**config.mk**
```make
export PLATFORM = sky130hd
export DESIGN_NAME = rom_target
export DESIGN_NICKNAME = d
export VERILOG_FILES = /design/src/verilog/bus_pkg.sv /design/src/verilog/rom_target.sv
export SDC_FILE = /design/constraint.sdc
export NUM_CORES = 1
export LEC_CHECK = 0
export BUFFER_PORTS_ARGS = -buffer_cell sky130_fd_sc_hd__buf_2
export CAP_MARGIN = 20
export CORE_AREA = 2 2 58 60
export DETAILED_ROUTE_END_ITERATION = 7
export DIE_AREA = 0 0 60 62
export MAX_ROUTING_LAYER = met4
export PLACE_DENSITY_LB_ADDON = 0.15
export SYNTH_ARGS = -nofsm -noshare
export SYNTH_HDL_FRONTEND = slang
export SYNTH_SLANG_ARGS = --single-unit
```
**constraint.sdc**
```tcl
create_clock -name clk -period 1.1 [get_ports clk]
set_input_delay 0.165 -clock clk [delete_from_list [all_inputs] [get_ports clk]]
set_output_delay 0.165 -clock clk [all_outputs]
set_load 0.02 [all_outputs]
```
**src/verilog/bus_pkg.sv**
```systemverilog
package bus_pkg;

  typedef enum logic {
    BUS_READ,
    BUS_WRITE
  } bus_op_e;

  typedef enum logic [1:0] {
    RSP_OKAY,
    RSP_DECERR,  // Unmapped address
    RSP_WRERR    // Write to read-only space
  } rsp_status_e;

  // One single-word request, 69 bits
  typedef struct packed {
    bus_op_e     op;
    logic [31:0] addr;
    logic [31:0] wdata;
    logic [3:0]  wstrb;
  } mem_req_t;

  // One response, 34 bits
  typedef struct packed {
    logic [31:0] rdata;
    rsp_status_e status;
  } mem_rsp_t;

  typedef enum logic [1:0] {
    TGT_ROM,
    TGT_SRAM,
    TGT_DRAM,
    TGT_NONE
  } tgt_sel_e;

  // FIFO depth and the master's starting credit count
  localparam int REQ_CREDITS = 4;

  // Address map
  localparam logic [31:0] ROM_BASE   = 32'h0000_0000;
  localparam logic [31:0] ROM_SIZE   = 32'h0000_2000;
  localparam logic [31:0] SRAM_BASE  = 32'h0001_0000;
  localparam int          SRAM_WORDS = 1024;  // 4 KB
  localparam logic [31:0] DRAM_BASE  = 32'h2000_0000;
  localparam logic [31:0] DRAM_SIZE  = 32'h0020_0000;

endpackage

```
**src/verilog/rom_target.sv**
```systemverilog
`timescale 1ns/100ps

module rom_target (
  input  logic              clk,
  input  logic              rst_sync,
  input  logic              start,
  input  bus_pkg::mem_req_t req,
  output logic              done,
  output bus_pkg::mem_rsp_t rsp,
  // External ROM
  input  logic [31:0]       rom_out,
  output logic              rom_enable,
  output logic              rom_read,
  output logic [11:0]       rom_address
);

  import bus_pkg::*;

  // Pins active the cycle after start, data back one cycle later
  always_ff @(posedge clk or posedge rst_sync) begin
    if (rst_sync) begin
      rom_enable <= 1'b0;
      rom_read   <= 1'b0;
      done       <= 1'b0;
    end else begin
      rom_enable <= start;
      rom_read   <= start;
      done       <= rom_enable;
    end
  end

  always_ff @(posedge clk) begin
    if (start) rom_address <= req.addr[13:2];  // Word address
  end

  // rom_out is valid during the done cycle
  assign rsp = '{rdata: rom_out, status: RSP_OKAY};

  // Fabric answers ROM writes with WRERR itself
  a_read_only: assert property (@(posedge clk) disable iff (rst_sync)
    start |-> req.op == BUS_READ)
    else $error("Write request reached the ROM target");

endmodule

```
==> results of run 1 <==
==> through the flow <==
stage | cell area, um^2 | hold slack (ns) | std cells
finish | 661 | 0.0618 | 97
CTS | 661 | 0.0475 | 97
floorplan | 684 | -0.0938 | 52
detailed placement | 624 | 0.0138 | 92
global route | 661 | 0.0357 | 97
global placement | 624 | 0.0133 | 92
==> kinds of logic (layout without fill, tap and decap cells) <==
group,Yosys count,after routing
buffers and inverters,36,35
other,1,2
flip-flops,14,14
==> layer usage <==
metal / vias to the layer above / global-route usage [%]
met5: - / -
met2: 36 / 5.59
met4: 0 / 6.35
met1: 124 / 5.24
li1: 126 / -
met3: 20 / 6.00
==> placed cells by master (no fill, tap or decap) <==
master and instances:
buf_2 29, edfxtp_1 12, dlygate4sd3_1 1, clkbuf_4 3, inv_1 1, dfrtp_1 2, conb_1 2, clkbuf_1 1
==> worst min-delay path by stage <==
| stage | start | to | slack [ns] | depth (start not counted) |
|---|---|---|---|---|
| 2_1_floorplan | rst_sync | done | -0.09 | 1 |
| 3_3_place_gp | rst_sync | done | 0.01 | 2 |
| 3_5_place_dp | rst_sync | done | 0.01 | 2 |
| 4_1_cts | req[42] | rom_address[4] | 0.05 | 1 |
| 5_1_grt | req[42] | rom_address[4] | 0.04 | 1 |
| 6_report | req[44] | rom_address[6] | 0.06 | 1 |
==> final cells by class <==
class | count | area share [%]
clock buffers | 4 | 3.98
inverters | 1 | 0.568
multi-input cells | 2 | 1.14
flip-flops and latches | 14 | 62.1
well taps | 46 | 8.71
repair buffers | 30 | 23.5
==> state kept, by name (all words and copies together), names as in the netlist <==
signal	flops
rom_read	1
done	1
rom_address	12
==> power breakdown <==
part           internal [mW]  leakage (nW)  switching, mW
Combinational         0.0463         0.130         0.0880
Clock                  0.140        0.0150          0.150
Sequential             0.620         0.141        0.00894
==> results.cfg, run 1 <==
[power]
p_leak_nw = 0.286
cellPowerDensity_mw_per_mm2 = 1590
ir_worst_vdd_mv = 0.762
power.total_mw = 1.05

[detailed_routing]
avgViaCountPerCell = 3.15
wire_per_inst_um = 12.0
wirelength_met1_um = 339
vias = 306
wl_mm = 1.16
wl_met3_um = 274
dr_wl_met2_um = 455
postRouteAntennaNets = 0
top_layer_used = met4
drcViolationCount = 0
drt-pass1-iter-count = 2
drtIter0Drc = 4

[cts]
postCtsSetupBuffers = 0
cts_tree = built
cts-root-buf = clkbuf_4
cts-buffers-inserted = 3
cts_hold_buf = 1
cts.clk_slew.worst_paths_ns = 0.08
cts_buffer_depth = 2
h-tree-depth = 1
clk_latency_ns = 0.26
cts_num_sinks = 14
cts_resized = 0

[layout]
finalNetCount = 156
drive_gt1_share_pct = 62.7
diodes = 0
register_area_um2 = 410
final_util_pct = 20.8
area_delta_synth_final_pct = -2.94
fillerInstances = 351
multi_input_area_um2 = 7.51

[sta]
rsz0062_at_grt = no
setup_viol = 0
max_freq_mhz = 1020
layout_setup_ws_ns = 0.121
fin_skew_ns = 0.00000988
period_needed_ns = 0.979
hold_viol = 0
period_share_pct = 89.0
tns_ns = 0
slew_viol_final = 0

[placed_design]
dpl_worst_slack_ns = 0.306
io_buffers = 29
place.gp.congestion = 0.523

[grt]
gr-total-overflow = 0
grt_max_degree = 14
grt.total_usage_pct = 5.67
antenna_found_initial = 0
grt_pass1_wl_mm = 1.41
grt_pass1_vias = 286

[yosys]
yosys.area.top_type = edfxtp_1
yosysSeqAreaShare_pct = 60.3
yosysMostFrequentCell = buf_4
synth_top_family_by_area = buffers and inverters
yosys_warnings = 0
synth_edf_count = 12
synthArstFlopShare_pct = 14.3
yosys.area_share.simple_pct = 0
synth_flop_cell = edfxtp_1
ys_ff_latch = 14
syn_avg_cell_area_um2 = 13.3
synthAdderAreaFrac_pct = 0
synth_top_area_share_pct = 52.9
yosys-top-cells-count = buf_4 (35), edfxtp_1 (12), dfrtp_1 (2), conb_1 (1), inv_1 (1)
synthTopCellsByArea = edfxtp_1 (53%), buf_4 (39%), dfrtp_1 (7.4%)
synth_cell_type_count = 5
synth-xor-area-share_pct = 0
syn_inst = 51
synth_compound_area_share_pct = 0
synthMuxAreaShare_pct = 0
netlist_area_um2 = 681

[job]
cap_violations = 0

[setup_path]
r2r_start = rom_read
r2r-end = done
critPathMaxFanout = 3
cp_top_family = flip-flops
crit_path_cell_trace = buf_2
criticalPathCategory = reg -> out
cpMaxStageDelayCell = dfrtp_1
crit_start = rom_read
cp-end-kind = output port
path_buf_inv = 1
crit_end = rom_enable
worstPathArrival_ns = 0.81
rrSetupSlack_ns = 0.60
r2r_cells = 0
cp.required_ns = 0.94
start_kind = register
slowest_delay_ns = 0.39
cp.depth = 1

[floorplan]
dieArea_mm2 = 0.00372
start_util_pct = 21.4
core_area_mm2 = 0.00318
die_y_um = 62
io_pins = 153
placementRows = 21
die_w_um = 60

[hold_path]
min-delay-path-class = in -> reg

[outcome]
status = completed
No activity file was read; power rests on OpenSTA's default activity.
==> run 2: changes to the inputs <==
- REMOVE_ABC_BUFFERS: not set -> 1
==> results.cfg, run 2 (same netlist as run 1, synthesis figures left out) <==
[outcome]
status = completed

[cts]
cts_hold_buf = 1
cts_resized = 0
cts-root-buf = clkbuf_4
h-tree-depth = 1
postCtsSetupBuffers = 0
cts.clk_slew.worst_paths_ns = 0.09
cts_tree = built
cts_num_sinks = 14
clk_latency_ns = 0.27
cts-buffers-inserted = 3
cts_buffer_depth = 2

[hold_path]
min-delay-path-class = in -> reg

[detailed_routing]
vias = 323
drt-pass1-iter-count = 2
avgViaCountPerCell = 3.33
drtIter0Drc = 6
wire_per_inst_um = 24.2
postRouteAntennaNets = 0
drcViolationCount = 0
wl_mm = 2.35

[layout]
top_regs = rom_address (12), done (1), rom_read (1)
layout_common_cells = buf_2 (29), edfxtp_1 (12), clkbuf_4 (3)
regMostFlops = rom_address
diodes = 0
layout.cells.non_filler = 97
drive_gt1_share_pct = 62.7
area_delta_synth_final_pct = -2.94
finalNetCount = 156
final_common_cell = buf_2
fillerInstances = 360
largest_reg_flops = 12

[placed_design]
dpl.cell_count = 92
place.gp.congestion = 0.641
io_buffers = 29

[setup_path]
cpMaxStageDelayCell = dfrtp_1
rrSetupSlack_ns = 0.59
path_buf_inv = 1
start_kind = register
cp.required_ns = 0.94
cp_top_family = flip-flops
criticalPathCategory = reg -> out
crit_path_cell_trace = buf_2
slowest_delay_ns = 0.39
cp-end-kind = output port
critPathMaxFanout = 3
worstPathArrival_ns = 0.83

[floorplan]
die_w_um = 60
dieArea_mm2 = 0.00372
core_area_mm2 = 0.00318
die_y_um = 62
io_pins = 153
placementRows = 21
start_util_pct = 21.4

[sta]
period_share_pct = 90.1
max_freq_mhz = 1010
tns_ns = 0
fin_skew_ns = 0.000110
hold_viol = 0
period_needed_ns = 0.991
setup_viol = 0
slew_viol_final = 0
rsz0062_at_grt = no

[grt]
gr-total-overflow = 0
grt_max_degree = 14
grt_pass1_vias = 275
grt.total_usage_pct = 11.5
antenna_found_initial = 0
grt_pass1_wl_mm = 2.46

[power]
ir_worst_vdd_mv = 0.388
power.total_mw = 1.06
cellPowerDensity_mw_per_mm2 = 1600
p_leak_nw = 0.286

[job]
cap_violations = 0
## run 2: cell count changes in the layout (fill, tap and decap cells not counted), sizes merged
cell	before	now
clkinv	0	1
clkbuf	4	3
## run 2: through the flow
step	hold slack, ns	setup WS, ns	area, um^2	util (%)
final	0.0577	0.109	661	20.8
after detailed placement	0.0198	0.297	624	19.6
after global placement	0.0177	0.305	624	19.6
after floorplan	-0.0938	0.396	422	-
after global routing	0.0411	0.0657	661	20.8
after CTS	0.0444	0.0860	661	20.8
## run 2: power by group
part           internal (mW)  total (mW)  switching (mW)  leakage, nW
sequential             0.620       0.630          0.0100        0.141
clock                  0.131       0.295           0.164       0.0154
combinational         0.0462       0.134          0.0877        0.130
total                  0.797        1.06           0.262        0.286
## run 2: metal layers
| layer | global-route usage, % | vias to the layer above | wire length (um) |
|---|---|---|---|
| li1 | - | 127 | - |
| met2 | 21.7 | 52 | 1340 |
| met3 | 10.1 | 6 | 553 |
| met5 | - | - | 0 |
| met4 | 7.30 | 0 | 78 |
| met1 | 5.48 | 138 | 376 |
## run 2: final cells by class
type	count	area, um^2	share of cell area [%]
clock inverter	1	3.75	0.568
multi-input combinational	2	7.51	1.14
clock buffer	3	22.5	3.41
sequential	14	410	62.1
timing repair buffer	30	155	23.5
inverter	1	3.75	0.568
tap	46	57.6	8.71
## run 2: worst paths after layout
check,startpoint,end,cells past startpoint
max,rom_read,rom_read,1
min,req[48],rom_address[10],1
max reg2reg,rom_read,done,0
min reg2reg,rom_read,done,0
max in group asynchronous,rst_sync,done,3
min in group asynchronous,rst_sync,rom_read,3
