`src/verilog/bus_pkg.sv`:
```
package bus_pkg;

  typedef enum logic {
    BUS_READ,
    BUS_WRITE
  } bus_op_e;

  typedef enum logic [1:0] {
    RSP_OKAY,
    RSP_DECERR,  // Unmapped address
    RSP_WRERR    // Write to read-only space
  } rsp_status_e;

  // One single-word request, 69 bits
  typedef struct packed {
    bus_op_e     op;
    logic [31:0] addr;
    logic [31:0] wdata;
    logic [3:0]  wstrb;
  } mem_req_t;

  // One response, 34 bits
  typedef struct packed {
    logic [31:0] rdata;
    rsp_status_e status;
  } mem_rsp_t;

  typedef enum logic [1:0] {
    TGT_ROM,
    TGT_SRAM,
    TGT_DRAM,
    TGT_NONE
  } tgt_sel_e;

  // FIFO depth and the master's starting credit count
  localparam int REQ_CREDITS = 4;

  // Address map
  localparam logic [31:0] ROM_BASE   = 32'h0000_0000;
  localparam logic [31:0] ROM_SIZE   = 32'h0000_2000;
  localparam logic [31:0] SRAM_BASE  = 32'h0001_0000;
  localparam int          SRAM_WORDS = 1024;  // 4 KB
  localparam logic [31:0] DRAM_BASE  = 32'h2000_0000;
  localparam logic [31:0] DRAM_SIZE  = 32'h0020_0000;

endpackage

```
`src/verilog/dram_pkg.sv`:
```
package dram_pkg;

  // Pin bundle as seen by the DRAM device, 50 bits
  typedef struct packed {
    logic        csn;
    logic [3:0]  wen;   // Byte write enables, low active
    logic        rasn;
    logic        casn;
    logic [10:0] a;
    logic [31:0] d;
  } dram_pins_t;

  typedef enum logic [2:0] {
    DR_IDLE,
    DR_ROW,   // Row open, RAS low
    DR_COL,   // Column strobe
    DR_WAIT,  // Read data pending
    DR_PRE    // Precharge
  } dram_state_e;

  localparam int T_RCD = 2;
  localparam int T_RP  = 2;

  localparam dram_pins_t DRAM_IDLE_PINS = '{
    csn:  1'b1,
    wen:  4'hf,
    rasn: 1'b1,
    casn: 1'b1,
    a:    11'd0,
    d:    32'd0
  };

endpackage

```
`src/verilog/dram_target.sv`:
```
`timescale 1ns/100ps

module dram_target (
  input  logic                clk,
  input  logic                rst_sync,
  input  logic                start,
  input  bus_pkg::mem_req_t   req,
  output logic                done,
  output bus_pkg::mem_rsp_t   rsp,
  // External DRAM
  input  logic                dram_valid,
  input  logic [31:0]         dram_q,
  output dram_pkg::dram_pins_t dram
);

  import bus_pkg::*;
  import dram_pkg::*;

  localparam int CNT_W = 3;

  dram_state_e      state;
  logic [CNT_W-1:0] cnt;  // Row and precharge cycles
  mem_req_t         req_q;
  logic [31:0]      rdata_q;
  dram_pins_t       pins_n;
  logic [10:0]      row;
  logic [7:0]       col;
  logic             is_write;

  assign row      = req_q.addr[20:10];
  assign col      = req_q.addr[9:2];
  assign is_write = req_q.op == BUS_WRITE;

  // Closed-page sequence with one column access per open row
  always_ff @(posedge clk or posedge rst_sync) begin
    if (rst_sync) begin
      state <= DR_IDLE;
      cnt   <= '0;
      done  <= 1'b0;
    end else begin
      done <= 1'b0;
      case (state)
        DR_IDLE: if (start) begin
          state <= DR_ROW;
          cnt   <= '0;
        end
        DR_ROW: begin
          if (cnt == CNT_W'(T_RCD - 1)) begin
            state <= DR_COL;
            cnt   <= '0;
          end else begin
            cnt <= cnt + 1'b1;
          end
        end
        DR_COL: state <= is_write ? DR_PRE : DR_WAIT;
        DR_WAIT: if (dram_valid) state <= DR_PRE;
        DR_PRE: begin
          if (cnt == CNT_W'(T_RP - 1)) begin
            state <= DR_IDLE;
            cnt   <= '0;
            done  <= 1'b1;
          end else begin
            cnt <= cnt + 1'b1;
          end
        end
        default: state <= DR_IDLE;
      endcase
    end
  end

  always_ff @(posedge clk) begin
    if (start) begin
      req_q   <= req;
      rdata_q <= '0;  // Writes return zero
    end else if (state == DR_WAIT && dram_valid) begin
      rdata_q <= dram_q;
    end
  end

  // Next pin values, registered below
  always_comb begin
    pins_n = DRAM_IDLE_PINS;
    case (state)
      DR_ROW: begin
        pins_n.csn  = 1'b0;
        pins_n.rasn = 1'b0;
        pins_n.a    = row;
      end
      DR_COL: begin
        pins_n.csn  = 1'b0;
        pins_n.rasn = 1'b0;
        pins_n.casn = 1'b0;
        pins_n.a    = {3'b000, col};
        if (is_write) begin
          pins_n.wen = ~req_q.wstrb;
          pins_n.d   = req_q.wdata;
        end
      end
      DR_WAIT: begin
        pins_n.csn  = 1'b0;
        pins_n.rasn = 1'b0;  // Row stays open until data returns
        pins_n.a    = {3'b000, col};
      end
      default: ;  // Idle and precharge
    endcase
  end

  always_ff @(posedge clk or posedge rst_sync) begin
    if (rst_sync) dram <= DRAM_IDLE_PINS;
    else dram <= pins_n;
  end

  assign rsp = '{rdata: rdata_q, status: RSP_OKAY};

  // CAS only inside a row that has been open for T_RCD cycles
  a_cas_in_row: assert property (@(posedge clk) disable iff (rst_sync)
    !dram.casn |-> !dram.rasn && $past(!dram.rasn, T_RCD))
    else $error("CAS asserted before the row was open for T_RCD cycles");

endmodule

```
`config.mk`:
```
export PLATFORM = sky130hd
export DESIGN_NAME = dram_target
export DESIGN_NICKNAME = d
export VERILOG_FILES = /design/src/verilog/bus_pkg.sv /design/src/verilog/dram_pkg.sv /design/src/verilog/dram_target.sv
export SDC_FILE = /design/constraint.sdc
export NUM_CORES = 1
export LEC_CHECK = 0
export BUFFER_PORTS_ARGS = -buffer_cell sky130_fd_sc_hd__buf_2
export CELL_PAD_IN_SITES_DETAIL_PLACEMENT = 0
export CELL_PAD_IN_SITES_GLOBAL_PLACEMENT = 1
export CORE_UTILIZATION = 40
export DETAILED_ROUTE_END_ITERATION = 10
export HOLD_SLACK_MARGIN = 0.08
export PLACE_DENSITY = 0.92
export SYNTH_ARGS = -nofsm -noshare
export SYNTH_HDL_FRONTEND = slang
export SYNTH_SLANG_ARGS = --single-unit
```
`constraint.sdc`:
```
create_clock -name clk -period 2.5 [get_ports clk]
set_clock_uncertainty 0.1 [all_clocks]
set_input_delay 0.125 -clock clk [delete_from_list [all_inputs] [get_ports clk]]
set_output_delay 0.125 -clock clk [all_outputs]
set_load 0.02 [all_outputs]
```
==> results.json, run 1 <==
{
  "p_leak_nw": 3.43,
  "layout_commonest_cell": "buf_2",
  "wl_met3_um": 587,
  "final-max-slew-violation-count": 0,
  "fin_nets": 729,
  "core-area_um2": 11600,
  "viasPerCell": 4.60,
  "overflow": 0,
  "slowest_stage": "dfrtp_1",
  "slew_headroom_pct": 42.1,
  "cts_hold_buf": 90,
  "critPathRequiredTime_ns": 2.74,
  "clkTransAtPathRegs_ns": 0.06,
  "place.gp.congestion": 0.803,
  "critPathLaunchType": "register",
  "initial_core_util_pct": 41.8,
  "swShare_pct": 26.8,
  "port_buffers": 174,
  "outcome": "finished, violations left",
  "crit_path_start": "state[2]$_DFFE_PP0P_",
  "drive_gt1_share_pct": 35.0,
  "fin_tns_setup_ns": 0,
  "cts_buffers": 17,
  "grt_max_degree": 51,
  "worst-slew-pin-transition_ns": 0.866,
  "powerDensity_nw_per_um2": 920,
  "antennaDiodeCount": 0,
  "cp_cell_sequence": "or3b_4 > nor2_8 > and2_1",
  "syn2layout_area_growth_pct": 52.5,
  "dieArea_um2": 12600,
  "endpoint_kind": "register",
  "syn_area_per_cell_um2": 13.6,
  "clock_latency_ns": 0.41,
  "synth_edf_count": 56,
  "crit_type": "register to register",
  "cts.sinks": 144,
  "post-route-period-util_pct": 74.9,
  "cts_resized": 0,
  "netSwitchingPower_w": 0.00182,
  "yosys_warnings": 0,
  "antenna_found_initial": 0,
  "clk_path_buf_depth": 2,
  "yosysSeqAreaShare_pct": 76.8,
  "die_h_um": 112,
  "route.detailed.drc": 9,
  "rsz0062_at_grt": "false",
  "power_w": 0.00681,
  "ctsRootBufferMaster": "clkbuf_16",
  "m1WireLength_mm": 4.29,
  "min_path_type": "primary input to register",
  "cpLargestDelayFamily": "simple AND/OR/NAND/NOR gates",
  "htreeDepth": 4,
  "min_from": "start",
  "grt_pass1_wl_mm": 18.6,
  "vias": 3591,
  "syn-cell-area_um2": 4860,
  "fmax_ghz": 0.534,
  "cts_tree": "done",
  "synthFlopType": "edfxtp_1",
  "synth_cells": 356,
  "violations": "design-rule violations",
  "first_global_vias": 3700,
  "max_stage_delay_ns": 0.63,
  "crit_fanout": 36,
  "detail-route-antenna-nets": 0,
  "wl_met2_mm": 6.67,
  "drt_iter0_drc": 180,
  "wl_per_cell_um": 15.3,
  "rows": 39,
  "pwr-share-comb_pct": 16.5,
  "pwr-share-seq_pct": 42.6,
  "die_w_um": 112,
  "hold_viol_final": 0,
  "yosysUniqueCellTypes": 38,
  "drt_pre_antenna_iters": 7,
  "ys_async_sr_fraction_pct": 38.9,
  "cp.buffers_inverters": 0,
  "post_cts_buffers": 0,
  "r2r_start": "state[2]$_DFFE_PP0P_",
  "period_minus_slack_ns": 1.87,
  "vdd_ir_drop_max_mv": 0.553,
  "cap_violations": 0,
  "ys_ff_latch": 144,
  "arrival_ns": 2.11,
  "top_layer": "met4",
  "wl_mm": 11.9,
  "internal-power_w": 0.00499,
  "setup_viol": 0,
  "layout_common_cells": "buf_2, dlygate4sd3_1, nand2_1, edfxtp_1, dfrtp_1",
  "p_clk_share_pct": 40.9,
  "dp_hpwl_mm": 6.53,
  "grtUsageTotal_pct": 20.1,
  "ios": 190
}
## synth_stat cells (2+ instances only)
cell type,number,area [um^2]
nor2_1,10,37.5
o21ai_0,3,15.0
inv_1,3,11.3
clkbuf_1,7,26.3
dfxtp_1,32,641
mux2i_1,2,20.0
o32ai_1,2,17.5
buf_4,7,52.6
buf_2,7,35.0
and2_1,33,206
and3b_1,3,26.3
nand2_1,72,270
edfxtp_1,56,1680
a21oi_1,32,160
nand3b_1,2,15.0
dfstp_2,6,158
dfrtp_1,50,1250
a22oi_1,9,67.6
## per-layer routing
metal | vias to the layer above | GRT usage (%)
met5 | - | 0
met4 | 0 | 11.0
met3 | 28 | 5.24
met2 | 131 | 37.8
met1 | 1689 | 20.2
li1 | 1743 | -
## stage by stage
stage / util (%) / instances / cell area [um^2] / setup WS, ns / hold slack [ns]
after global placement: 50.4 / 658 / 5850 / 0.711 / 0.149
after CTS: 63.8 / 780 / 7410 / 0.647 / 0.153
after detailed placement: 50.4 / 658 / 5850 / 0.667 / 0.157
after floorplan: - / 357 / 4860 / 0.914 / 0.124
after global routing: 63.8 / 780 / 7410 / 0.511 / 0.177
final: 63.8 / 780 / 7410 / 0.626 / 0.162
## kinds of logic (layout without fill, tap and decap cells)
| logic type | count (synthesis) | count (layout) | synth area share (%) |
|---|---|---|---|
| flip-flops | 144 | 144 | 76.8 |
| XOR/XNOR | 1 | 1 | 0.180 |
| AND/OR/NAND/NOR | 132 | 132 | 13.6 |
| buffers and inverters | 26 | 306 | 2.89 |
| multiplexers | 2 | 2 | 0.412 |
| other | 1 | 2 | 0.0772 |
| AO/OA/AOI/OAI | 50 | 50 | 6.05 |
## flip-flops by register name, indices dropped and copies added, names as in the netlist
name,count
state,3
req_q,47
dram,49
rdata_q,32
cnt,3
is_write,1
col,8
done,1
## layout make-up
class,count,area (um^2)
multi-input cells,187,990
well taps,143,179
fillers,849,4210
clock buffers,18,429
flip-flops and latches,144,3730
inverters,3,11.3
clock inverters,14,228
repair buffers,271,1840
## power by group through the flow
stage	registers [W]	clock network (W)	logic [W]
after CTS	0.00289	0.00283	0.00111
after detailed placement	0.00293	0	0.000995
after floorplan	0.00309	0	0.000492
after global routing	0.00293	0.00293	0.00120
final	0.00290	0.00279	0.00112
after global placement	0.00293	0	0.000959
## worst paths after layout
path	cells past startpoint	end	slack, ns
hold / removal	1	col[1]$_DFFE_PP_	0.16
max in group asynchronous	4	dram[19]$_DFF_PP0_	1.46
setup reg to reg	3	dram[9]$_DFF_PP0_	0.63
hold reg to reg	1	dram[46]$_DFF_PP1_	0.26
setup / recovery	3	dram[9]$_DFF_PP0_	0.63
min in group asynchronous	3	dram[25]$_DFF_PP0_	0.27
No activity file was read; power rests on OpenSTA's default activity.
==> run 2, diff against run 1 <==
--- a/config.mk
+++ b/config.mk
@@ -8,10 +8,10 @@
 export BUFFER_PORTS_ARGS = -buffer_cell sky130_fd_sc_hd__buf_2
 export CELL_PAD_IN_SITES_DETAIL_PLACEMENT = 0
 export CELL_PAD_IN_SITES_GLOBAL_PLACEMENT = 1
-export CORE_UTILIZATION = 40
+export CORE_UTILIZATION = 34
 export DETAILED_ROUTE_END_ITERATION = 10
 export HOLD_SLACK_MARGIN = 0.08
-export PLACE_DENSITY = 0.92
+export PLACE_DENSITY = 0.85
 export SYNTH_ARGS = -nofsm -noshare
 export SYNTH_HDL_FRONTEND = slang
 export SYNTH_SLANG_ARGS = --single-unit
==> constraint.sdc (replaced) <==
create_clock -name clk -period 1.5 [get_ports clk]
set_clock_uncertainty 0.1 [all_clocks]
set_input_delay 0.075 -clock clk [delete_from_list [all_inputs] [get_ports clk]]
set_output_delay 0.075 -clock clk [all_outputs]
set_load 0.02 [all_outputs]
==> run 2 against run 1 <==
The run now ends clean. Combinational power up 93%. Utilization is 8.9 points lower. Final cell count rose by 6.2%. Clock-buffer cell count down 1. Cell area grew 3.3%. Hold slack lost 0.035 ns. Die area up 17%. Non-clock buffer count up 11. Register-to-register slack lost 0.61 ns. Largest power group unchanged.
==> results.json, run 2 (synthesized netlist as in run 1, its figures left out) <==
{
  "worst_slack_ns": 0.0116,
  "syn2layout_area_growth_pct": 57.5,
  "dieArea_um2": 14800,
  "antennaDiodeCount": 0,
  "clk_path_buf_depth": 2,
  "gr-usage-met3_pct": 6.06,
  "initial_core_util_pct": 34.9,
  "crit_fanout": 18,
  "antenna_found_initial": 0,
  "critPathRequiredTime_ns": 1.75,
  "outcome": "finished, final reports clean",
  "core-area_um2": 13900,
  "fmax_ghz": 0.672,
  "netSwitchingPower_w": 0.00312,
  "reg_top3": "dram: 49 flops, req_q: 47 flops, rdata_q: 32 flops",
  "grt.met1_usage_pct": 16.9,
  "layout_common_cells": "buf_2, dlygate4sd3_1, nand2_1, edfxtp_1, dfrtp_1",
  "swShare_pct": 27.2,
  "vias": 3649,
  "period_minus_slack_ns": 1.49,
  "fin_tns_setup_ns": 0,
  "rows": 43,
  "fin_util_pct": 54.9,
  "wl_mm": 11.7,
  "route.detailed.drc": 0,
  "ctsRootBufferMaster": "clkbuf_16",
  "grt_max_degree": 38,
  "hold_viol_final": 0,
  "p_leak_nw": 3.51,
  "setup_viol": 0,
  "drt_pre_antenna_iters": 4,
  "grtUsageTotal_pct": 16.3,
  "die_h_um": 122,
  "dp_cells": 701,
  "port_buffers": 174,
  "grtUsageMet2_pct": 29.5,
  "internal-power_w": 0.00835,
  "layout_commonest_cell": "buf_2",
  "largest_reg_flops": 49,
  "first_global_vias": 3686,
  "arrival_ns": 1.74,
  "detail-route-antenna-nets": 0,
  "critPathLaunchType": "register",
  "drive_gt1_share_pct": 37.0,
  "place.gp.congestion": 0.739,
  "clkTransAtPathRegs_ns": 0.06,
  "min_path_type": "primary input to async pin",
  "htreeDepth": 4,
  "top_usage_layer": "met2",
  "drt_iter0_drc": 99,
  "fin_nets": 740,
  "p_clk_share_pct": 39.8,
  "regMostFlops": "dram",
  "cts_tree": "done",
  "cts.sinks": 144,
  "pwr-share-comb_pct": 18.9,
  "pwr-share-seq_pct": 41.4,
  "cap_violations": 0,
  "cts_buffers": 17,
  "preCtsSetupSlack_ns": 0.0153,
  "final-instance-count-excl-fill": 828,
  "hold_ws_ns": 0.127,
  "dp_hpwl_mm": 7.09,
  "clock_latency_ns": 0.41,
  "grt_pass1_wl_mm": 17.9,
  "final-max-slew-violation-count": 0,
  "vdd_ir_drop_max_mv": 0.780,
  "rsz0062_at_grt": "true",
  "overflow": 0,
  "post-route-period-util_pct": 99.2,
  "wl_per_cell_um": 14.1,
  "fillers": 1112,
  "powerDensity_nw_per_um2": 1500,
  "rrSetupSlack_ns": 0.01,
  "endpoint_kind": "register",
  "crit_type": "register to register",
  "viasPerCell": 4.41,
  "ios": 190,
  "die_w_um": 122
}
[run 2: cell count changes in the layout (fill, tap and decap cells not counted), sizes merged]
cell         change
buf              +8
bufinv           -1
clkbuf           +1
clkinv           -1
clkinvlp         +2
dlygate4sd3      +1
inv              +1
[run 2: cell type report]
class	instances	area [um^2]	area share [%]
Tap cell	180	225	2.94
Clock inverter	15	221	2.89
Multi-Input combinational cell	187	1010	13.2
Sequential cell	144	3730	48.8
Inverter	3	15.0	0.196
Clock buffer	17	425	5.56
Timing Repair Buffer	282	2030	26.5
[run 2: power groups by stage]
| stage | logic [W] | registers, W | clock network (W) |
|---|---|---|---|
| 3_3_place_gp | 0.00182 | 0.00480 | 0 |
| 4_1_cts | 0.00206 | 0.00474 | 0.00468 |
| 6_report | 0.00216 | 0.00474 | 0.00456 |
| 5_1_grt | 0.00235 | 0.00479 | 0.00484 |
| 3_5_place_dp | 0.00187 | 0.00482 | 0 |
| 2_1_floorplan | 0.000820 | 0.00515 | 0 |
[run 2: worst paths after layout]
check                                     start                  to  depth (start not counted)
max in group asynchronous              rst_sync  dram[43]$_DFF_PP1_                          4
max                        state[0]$_DFFE_PP0P_   dram[9]$_DFF_PP0_                          4
max reg2reg                state[0]$_DFFE_PP0P_   dram[9]$_DFF_PP0_                          4
min reg2reg                  req_q[1]$_DFFE_PP_  dram[46]$_DFF_PP1_                          1
min                                    rst_sync   dram[8]$_DFF_PP0_                          3
min in group clk             req_q[1]$_DFFE_PP_  dram[46]$_DFF_PP1_                          1
[run 2: stage by stage]
step	power [W]	area, um^2
2_1_floorplan	0.00597	4860
3_3_place_gp	0.00662	6010
3_5_place_dp	0.00669	6010
4_1_cts	0.0115	7560
5_1_grt	0.0120	7650
6_report	0.0115	7650
[run 2: metal layers]
metal  vias to the layer above  wire (um)
met4                         0        162
li1                       1761          -
met3                        16        856
met5                         -          0
met2                       144       6040
met1                      1728       4660
[run 2: what timing repair did]
action                                  in CTS  in global routing
endpoints found under the setup margin       0                 38
endpoints found under the hold margin      159                  0
buffers inserted                             0                  2
hold buffers                                91                  0
gates resized for setup                      0                  7
[run 2: critical path, cell delays in order, from the launching register on]
cell and delay [ns]:
dfrtp_2 0.44, or3b_4 0.44, nor2_8 0.14, clkbuf_16 0.18, and2_1 0.13
