`src/verilog/bus_pkg.sv`:
```
package bus_pkg;

  typedef enum logic {
    BUS_READ,
    BUS_WRITE
  } bus_op_e;

  typedef enum logic [1:0] {
    RSP_OKAY,
    RSP_DECERR,  // Unmapped address
    RSP_WRERR    // Write to read-only space
  } rsp_status_e;

  // One single-word request, 69 bits
  typedef struct packed {
    bus_op_e     op;
    logic [31:0] addr;
    logic [31:0] wdata;
    logic [3:0]  wstrb;
  } mem_req_t;

  // One response, 34 bits
  typedef struct packed {
    logic [31:0] rdata;
    rsp_status_e status;
  } mem_rsp_t;

  typedef enum logic [1:0] {
    TGT_ROM,
    TGT_SRAM,
    TGT_DRAM,
    TGT_NONE
  } tgt_sel_e;

  // FIFO depth and the master's starting credit count
  localparam int REQ_CREDITS = 4;

  // Address map
  localparam logic [31:0] ROM_BASE   = 32'h0000_0000;
  localparam logic [31:0] ROM_SIZE   = 32'h0000_2000;
  localparam logic [31:0] SRAM_BASE  = 32'h0001_0000;
  localparam int          SRAM_WORDS = 1024;  // 4 KB
  localparam logic [31:0] DRAM_BASE  = 32'h2000_0000;
  localparam logic [31:0] DRAM_SIZE  = 32'h0020_0000;

endpackage

```
`src/verilog/bus_fabric.sv`:
```
`timescale 1ns/100ps

module bus_fabric (
  input  logic              clk,
  input  logic              rst_sync,
  // Master side
  input  logic              req_valid,
  input  bus_pkg::mem_req_t req,
  output logic              req_credit,
  output logic              rsp_valid,
  output bus_pkg::mem_rsp_t rsp,
  input  logic              rsp_credit,
  // ROM target
  output logic              rom_start,
  output bus_pkg::mem_req_t rom_req,
  input  logic              rom_done,
  input  bus_pkg::mem_rsp_t rom_rsp,
  // SRAM target
  output logic              sram_start,
  output bus_pkg::mem_req_t sram_req,
  input  logic              sram_done,
  input  bus_pkg::mem_rsp_t sram_rsp,
  // DRAM target
  output logic              dram_start,
  output bus_pkg::mem_req_t dram_req,
  input  logic              dram_done,
  input  bus_pkg::mem_rsp_t dram_rsp
);

  import bus_pkg::*;

  typedef enum logic [1:0] {
    FB_IDLE,
    FB_BUSY,  // One target working
    FB_HOLD   // Response waits for a slot
  } fab_state_e;

  localparam int          PTR_W     = $clog2(REQ_CREDITS);
  localparam int          CNT_W     = $clog2(REQ_CREDITS + 1);
  localparam logic [31:0] SRAM_SIZE = SRAM_WORDS * 4;

  mem_req_t         fifo_mem [REQ_CREDITS];
  logic [PTR_W-1:0] wr_ptr;
  logic [PTR_W-1:0] rd_ptr;
  logic [CNT_W-1:0] fifo_cnt;
  logic [7:0]       slot_cnt;  // Granted response slots
  fab_state_e       state;
  tgt_sel_e         cur_tgt;
  tgt_sel_e         head_sel;
  mem_req_t         head;
  mem_rsp_t         hold_rsp;
  mem_rsp_t         tgt_rsp;
  logic             tgt_done;
  logic             head_err;
  logic             pop;

  // Offset compare also covers a base of zero
  function automatic tgt_sel_e decode(input logic [31:0] addr);
    tgt_sel_e sel;
    sel = TGT_NONE;
    if (addr - ROM_BASE < ROM_SIZE) sel = TGT_ROM;
    else if (addr - SRAM_BASE < SRAM_SIZE) sel = TGT_SRAM;
    else if (addr - DRAM_BASE < DRAM_SIZE) sel = TGT_DRAM;
    return sel;
  endfunction

  assign head     = fifo_mem[rd_ptr];
  assign head_sel = decode(head.addr);
  assign head_err = (head_sel == TGT_NONE) || (head_sel == TGT_ROM && head.op == BUS_WRITE);
  assign pop      = (state == FB_IDLE) && (fifo_cnt != '0);

  assign req_credit = pop;  // One credit back per pop
  assign rom_start  = pop && !head_err && head_sel == TGT_ROM;
  assign sram_start = pop && head_sel == TGT_SRAM;
  assign dram_start = pop && head_sel == TGT_DRAM;
  assign rom_req    = head;
  assign sram_req   = head;
  assign dram_req   = head;

  always_comb begin
    case (cur_tgt)
      TGT_ROM:  {tgt_done, tgt_rsp} = {rom_done, rom_rsp};
      TGT_SRAM: {tgt_done, tgt_rsp} = {sram_done, sram_rsp};
      TGT_DRAM: {tgt_done, tgt_rsp} = {dram_done, dram_rsp};
      default:  {tgt_done, tgt_rsp} = {1'b0, sram_rsp};
    endcase
  end

  assign rsp_valid = (state == FB_HOLD) && (slot_cnt != '0);
  assign rsp       = hold_rsp;

  always_ff @(posedge clk) begin
    if (req_valid) fifo_mem[wr_ptr] <= req;
  end

  always_ff @(posedge clk or posedge rst_sync) begin
    if (rst_sync) begin
      wr_ptr   <= '0;
      rd_ptr   <= '0;
      fifo_cnt <= '0;
    end else begin
      if (req_valid) wr_ptr <= (wr_ptr == PTR_W'(REQ_CREDITS - 1)) ? '0 : wr_ptr + 1'b1;
      if (pop) rd_ptr <= (rd_ptr == PTR_W'(REQ_CREDITS - 1)) ? '0 : rd_ptr + 1'b1;
      if (req_valid && !pop) fifo_cnt <= fifo_cnt + 1'b1;
      else if (pop && !req_valid) fifo_cnt <= fifo_cnt - 1'b1;
    end
  end

  always_ff @(posedge clk or posedge rst_sync) begin
    if (rst_sync) begin
      state   <= FB_IDLE;
      cur_tgt <= TGT_NONE;
    end else begin
      case (state)
        FB_IDLE: if (pop) begin
          cur_tgt <= head_sel;
          state   <= head_err ? FB_HOLD : FB_BUSY;  // Errors skip the targets
        end
        FB_BUSY: if (tgt_done) state <= FB_HOLD;
        FB_HOLD: if (rsp_valid) state <= FB_IDLE;
        default: state <= FB_IDLE;
      endcase
    end
  end

  always_ff @(posedge clk) begin
    if (pop && head_err) begin
      hold_rsp.rdata  <= '0;
      hold_rsp.status <= (head_sel == TGT_NONE) ? RSP_DECERR : RSP_WRERR;
    end else if (state == FB_BUSY && tgt_done) begin
      hold_rsp <= tgt_rsp;
    end
  end

  always_ff @(posedge clk or posedge rst_sync) begin
    if (rst_sync) slot_cnt <= '0;
    else slot_cnt <= slot_cnt + {7'd0, rsp_credit} - {7'd0, rsp_valid};
  end

  a_no_push_full: assert property (@(posedge clk) disable iff (rst_sync)
    req_valid |-> fifo_cnt != CNT_W'(REQ_CREDITS))
    else $error("Request pushed into a full FIFO");

  // Only the started target may finish, and only while the fabric waits for it
  a_one_busy: assert property (@(posedge clk) disable iff (rst_sync)
    (rom_done || sram_done || dram_done) |->
      (state == FB_BUSY) && tgt_done && $onehot({rom_done, sram_done, dram_done}))
    else $error("Done from a target that was not started");

endmodule

```
`config.mk`:
```
export PLATFORM = sky130hd
export DESIGN_NAME = bus_fabric
export DESIGN_NICKNAME = d
export VERILOG_FILES = /design/src/verilog/bus_pkg.sv /design/src/verilog/bus_fabric.sv
export SDC_FILE = /design/constraint.sdc
export NUM_CORES = 1
export LEC_CHECK = 0
export BUFFER_PORTS_ARGS = -buffer_cell sky130_fd_sc_hd__buf_4
export CAP_MARGIN = 10
export CORE_MARGIN = 2
export CORE_UTILIZATION = 35
export DETAILED_ROUTE_END_ITERATION = 10
export MAX_ROUTING_LAYER = met4
export REMOVE_ABC_BUFFERS = 1
export SYNTH_ARGS = -nofsm -noshare
export SYNTH_HDL_FRONTEND = slang
export SYNTH_SLANG_ARGS = --single-unit
```
`constraint.sdc`:
```
create_clock -name clk -period 4.4 [get_ports clk]
set_input_delay 0.44 -clock clk [delete_from_list [all_inputs] [get_ports clk]]
set_output_delay 0.44 -clock clk [all_outputs]
set_load 0.01 [all_outputs]
```
==> results of run 1 <==
## routing by layer
layer / wire [µm] / up-vias / share of wire, % / track usage [%]
li1: - / 3832 / - / -
met5: 0 / - / 0 / -
met1: 13600 / 3998 / 38 / 19.0
met3: 3770 / 44 / 10 / 5.83
met4: 624 / 0 / 1.7 / 5.09
met2: 18100 / 345 / 50 / 28.8
## sequential cells by signal, indices dropped and copies added, names as in the netlist
name and count:
cur_tgt 2, fifo_cnt 3, fifo_mem 276, rd_ptr 2
rsp 34, slot_cnt 8, state 2, wr_ptr 2
## path summary, 6_finish.rpt
path                                  start              end  cells after the start  slack [ps]
worst max register to register    rd_ptr[1]          rsp[10]                      8         710
min in group clk                    req[41]  fifo_mem[2][41]                      1          90
worst min register to register  fifo_cnt[2]      fifo_cnt[2]                      1         480
max in group asynchronous          rst_sync        rd_ptr[0]                      2        3740
worst min-delay path               rst_sync      slot_cnt[3]                      2          60
worst max-delay path              rd_ptr[0]       sram_start                      7         170
## kinds of logic (layout without fill, tap and decap cells)
logic type	Yosys count	after routing	synth area share, %
other	0	1	0
buffers and inverters	200	533	9.16
AOI/OAI and AO/OA	85	85	3.34
muxes	106	106	13.6
and+or+nand+nor	146	146	4.81
adders and majority gates	20	20	1.87
xor gates and xnor gates	11	11	0.678
DFF	329	329	66.6
## power groups by stage
stage	combinational (mW)	sequential, mW	clock [mW]
after global placement	5.79	4.26	0
final	5.76	4.19	2.96
after CTS	5.83	4.22	3.05
after floorplan	2.67	4.48	0
after detailed placement	5.81	4.28	0
after global routing	6.20	4.25	3.16
## critical path: stages, from the launching register on
cell and delay [ps]:
dfrtp_4 500, buf_4 140, mux4_2 530, or4_1 550, or4_4 600, nor4b_4 440, and2_1 300, buf_4 160
## layout by cell type, fill, tap and decap left out, types with 15 or more instances in the layout
| cell type | n |
|---|---|
| ha_1 | 18 |
| edfxtp_1 | 278 |
| nor2_1 | 103 |
| dfrtp_1 | 15 |
| a21oi_1 | 70 |
| mux4_2 | 69 |
| inv_1 | 22 |
| dfxtp_1 | 32 |
| clkbuf_16 | 38 |
| buf_4 | 440 |
| mux2i_1 | 35 |
## what timing repair did
action / in CTS / in global routing
buffers inserted: 0 / 5
endpoints found under the setup margin: 1 / 2
resized for setup: 1 / 0
## layout make-up
class	instances	share of cell area, %
inverter	22	0.454
timing repair buffer	442	18.3
sequential	329	52.1
antenna	1	0.0138
multi-input combinational	368	19.0
tap	525	3.61
clock buffer	49	5.51
clock inverter	20	0.915
==> flow_summary_export.csv, run 1 <==
group,metric,value,unit
pwr,irDropWorstVdd,0.456,mV
clock_network,cts_root_buf,"clkbuf_16",
critical_path,worst-path-max-fanout,8,
final_layout,area_growth,27.9,%
global_routing,grt_pass1_vias,8034,
detailed_routing,wire_per_inst,20.5,µm
timing,timing.fmax,0.237,GHz
critical_path,crit_arrival,3790,ps
min_path,hp-class,"input port to async pin",
floorplanning,io_pins,424,
critical_path,cp.required,3960,ps
global_routing,grt_max_degree,65,
place,dp_hpwl,25600,µm
timing,setup_ws,172,ps
logic_synthesis,synth_most_common_cell,"edfxtp_1",
critical_path,cp-end-kind,"output port",
final_layout,final_area,18200,µm²
logic_synthesis,synth.cell_area,14200,µm²
critical_path,path_class,"flop to output port",
logic_synthesis,synth_top_cells_by_count,"edfxtp_1, buf_4, nor2_1",
pwr,p_comb_share,44.6,%
final_layout,drive_gt1_share,47.0,%
clock_network,cts_max_level,2,
timing,slew-limit-headroom,39.0,%
pwr,power_frac_seq,32.5,%
timing,hold_slack,61.1,ps
logic_synthesis,synth.distinct_cells,44,
final_layout,register_area,9470,µm²
run,maxCapViolCount,0,
timing,finalSetupTns,0,ps
floorplanning,core.rowCount,73,
place,dp.cells,1681,
detailed_routing,routed_wl,36000,µm
logic_synthesis,syn_avg_cell_area,15.8,µm²
place,post_dp_cell_area,17000,µm²
final_layout,multi_input_area,3460,µm²
timing,fin_crit,4230,ps
logic_synthesis,async_reset_ff_share,5.78,%
clock_network,path_clk_slew,60,ps
final_layout,instances_no_fill,1756,
place,gp_congestion,0.805,
detailed_routing,drt-pass1-iter-count,4,
detailed_routing,drc_errors,0,
pwr,switching_power,4.49,mW
final_layout,fin_nets,1399,
run_status,outcome,"completed",
global_routing,grt_overflow_total,0,
detailed_routing,drtIter0Drc,390,
logic_synthesis,yosys_register_bits,329,
logic_synthesis,yosys_warnings,0,
pwr,internal_power,8.43,mW
logic_synthesis,synth_edf_count,278,
timing,finalClockSkew,17.3,ps
clock_network,cts_buffer_depth,3,
floorplanning,floorplan.initialDensity,35.6,%
floorplanning,fp.coreArea,39900,µm²
logic_synthesis,synth.top_cells.by_area,"edfxtp_1, mux4_2, buf_4, dfxtp_1, dfrtp_1",
global_routing,gr-usage-all-layers,17.0,%
clock_network,cts_made_buffers,38,
place,place_worst_setup_slack,545,ps
global_routing,grt_pass1_wl,50500,µm
pwr,power.leakage,7.16,nW
timing,rsz0062_at_grt,"false",
timing,worst_pin_slew,915,ps
floorplanning,dieHeight,206,µm
logic_synthesis,synth_top_area_cell,"edfxtp_1",
logic_synthesis,synth_flop_cell,"edfxtp_1",
timing,slew_viol_final,0,
clock_network,cts.sink_count,329,
detailed_routing,viasPerCell,4.68,
floorplanning,dieWidth,206,µm
place,port_buffers,423,
critical_path,startpoint_type,"flop",
pwr,finalPower,12.9,mW
final_layout,fill_cells,3531,
logic_synthesis,syn_inst,897,
detailed_routing,drtAntennaViolNets,0,
logic_synthesis,synth_top_cell_area_share,58.7,%
clock_network,insertion_delay,550,ps
clock_network,cts_tree,"done",
timing,min_period_over_period,96.1,%
pwr,power.density,710,nW/µm²
detailed_routing,dr_total_vias,8219,
global_routing,antenna_found_initial,1,
pwr,power_switching_share,34.7,%
final_layout,post-route-util,45.5,%
clock_network,cts_hold_buf,0,
timing,finalSetupViolCount,0,
floorplanning,dieArea,42200,µm²
timing,hold_viol,0,
logic_synthesis,ys_seq_area_share,66.6,%
pwr,power_frac_clock,22.9,%
(Power assumes the default switching activity.)
==> run 2: changes to the inputs <==
- BUFFER_PORTS_ARGS: -buffer_cell sky130_fd_sc_hd__buf_4 -> -buffer_cell sky130_fd_sc_hd__buf_2
- CAP_MARGIN: 10 -> not set
==> run 2 against run 1 <==
Against the previous run: total power is 4.5% lower; critical endpoint unchanged; non-clock buffer count is 4 lower; largest power group unchanged; setup slack worse by 11 ps; maximum frequency is 0.27% lower; largest cell class unchanged; critical path type unchanged.
==> flow_summary_export.csv, run 2 (same netlist as run 1, synthesis figures left out) <==
group,metric,value,unit
run_status,outcome,"completed",
final_layout,final_common_cell,"buf_2",
global_routing,grt_max_degree,65,
timing,hold_viol,0,
clock_network,path_clk_slew,60,ps
clock_network,cts_made_buffers,37,
pwr,power.leakage,6.85,nW
timing,min_period_over_period,96.3,%
timing,slew-limit-headroom,33.7,%
place,port_buffers,423,
min_path,hp-class,"input port to async pin",
final_layout,largest_reg_flops,276,
final_layout,fill_cells,3625,
final_layout,post-route-util,43.1,%
global_routing,grt_pass1_vias,7861,
floorplanning,dieArea,42200,µm²
timing,rsz0062_at_grt,"false",
timing,finalSetupViolCount,0,
place,post_dp_cell_area,15900,µm²
clock_network,cts_max_level,2,
detailed_routing,drtAntennaViolNets,0,
clock_network,cts_root_buf,"clkbuf_16",
detailed_routing,drc_errors,0,
critical_path,crit_arrival,3800,ps
global_routing,antenna_found_initial,8,
run,maxCapViolCount,0,
clock_network,cts.sink_count,329,
final_layout,final_area,17200,µm²
pwr,internal_power,7.97,mW
critical_path,worst-path-max-fanout,11,
global_routing,gr-usage-all-layers,16.3,%
pwr,finalPower,12.3,mW
timing,timing.fmax,0.236,GHz
timing,finalClockSkew,12.9,ps
detailed_routing,routed_wl,34400,µm
pwr,power_frac_seq,34.2,%
timing,slew_viol_final,0,
global_routing,grt_pass1_wl,48500,µm
timing,fin_crit,4240,ps
critical_path,cp.required,3960,ps
detailed_routing,drtIter0Drc,387,
detailed_routing,drt-pass1-iter-count,4,
floorplanning,dieWidth,206,µm
pwr,irDropWorstVdd,0.368,mV
critical_path,crit_path_top_delay_cell,"or4_1",
global_routing,grt_overflow_total,0,
place,gp_congestion,0.775,
floorplanning,fp.coreArea,39900,µm²
pwr,p_comb_share,39.7,%
pwr,power_frac_clock,26.1,%
pwr,power.density,716,nW/µm²
timing,hold_slack,34.4,ps
floorplanning,core.rowCount,73,
pwr,switching_power,4.36,mW
pwr,power_switching_share,35.4,%
final_layout,drive_gt1_share,47.5,%
critical_path,cp-end-kind,"output port",
critical_path,startpoint_type,"flop",
final_layout,area_growth,21.0,%
place,dp_hpwl,24300,µm
critical_path,path_class,"flop to output port",
detailed_routing,dr_total_vias,8153,
floorplanning,floorplan.initialDensity,35.6,%
critical_path,reg2regPathDepth,8,
final_layout,regMostFlops,"fifo_mem",
critical_path,slowest_delay,600,ps
timing,worst_pin_slew,995,ps
clock_network,cts_buffer_depth,3,
detailed_routing,wire_per_inst,19.6,µm
detailed_routing,viasPerCell,4.64,
critical_path,worstPathCellList,"mux4_2, or4_1, or4_4, nor4b_4, and2_1, buf_2",
final_layout,fin_nets,1394,
floorplanning,io_pins,424,
clock_network,cts_hold_buf,0,
clock_network,cts_tree,"done",
final_layout,mostFrequentLayoutCells,"buf_2, edfxtp_1, nor2_1",
floorplanning,dieHeight,206,µm
clock_network,insertion_delay,540,ps
-- run 2: cell types whose count changed in the layout (fill, tap and decap cells not counted), moves of 2 or more --
cell / delta
clkinvlp_4: +3
clkinv_1: -2
diode_2: +6
buf_2: +423
buf_4: -427
bufinv_16: +4
clkbuf_1: -6
-- run 2: per-stage QoR --
stage / std cells / setup TNS, ps / setup slack (ps)
after floorplan: 719 / -54640 / -1370
after global placement: 1681 / 0 / 524
after detailed placement: 1681 / 0 / 505
after CTS: 1749 / 0 / 53.6
after global routing: 1755 / 0 / 1.63
final: 1756 / 0 / 161
-- run 2: metal layers --
metal | GRT usage, % | wire [µm] | vias up
li1 | - | - | 3830
met4 | 4.91 | 886 | 0
met1 | 17.9 | 12800 | 3891
met5 | - | 0 | -
met3 | 5.72 | 3610 | 63
met2 | 27.9 | 17100 | 369
-- run 2: layout make-up --
type	instances	area (µm²)	share of cell area, %
Multi-Input combinational cell	368	3460	20.1
Inverter	22	82.6	0.480
Sequential cell	329	9470	55.1
Tap cell	525	657	3.82
Antenna cell	7	17.5	0.102
Clock buffer	43	991	5.76
Clock inverter	24	282	1.64
Timing Repair Buffer	438	2240	13.0
-- run 2: final timing paths --
check	start	end	slack, ps
max	rd_ptr[0]	sram_start	160
min	rst_sync	slot_cnt[2]	30
max reg2reg	rd_ptr[1]	rsp[27]	760
min reg2reg	fifo_cnt[2]	fifo_cnt[2]	470
max in group asynchronous	rst_sync	rd_ptr[0]	3780
min in group clk	req[39]	fifo_mem[0][39]	110
-- run 2: what timing repair did --
action | CTS | global route
setup endpoints to repair | 2 | 2
resized for setup | 0 | 2
setup buffers | 1 | 0
-- run 2: worst max-delay path, delay by kind of cell, from the launching register on --
family	cells	cell delay [ps]
AND/OR/NAND/NOR	4	1920
flip-flops	1	580
buffers and inverters	1	180
multiplexers	1	570
-- run 2: power groups by stage --
stage / clock, mW / sequential [mW] / combinational, mW
2_1_floorplan: 0 / 4.48 / 2.67
3_3_place_gp: 0 / 4.29 / 4.96
3_5_place_dp: 0 / 4.32 / 4.96
4_1_cts: 3.30 / 4.23 / 5.02
5_1_grt: 3.43 / 4.28 / 5.34
6_report: 3.21 / 4.22 / 4.89
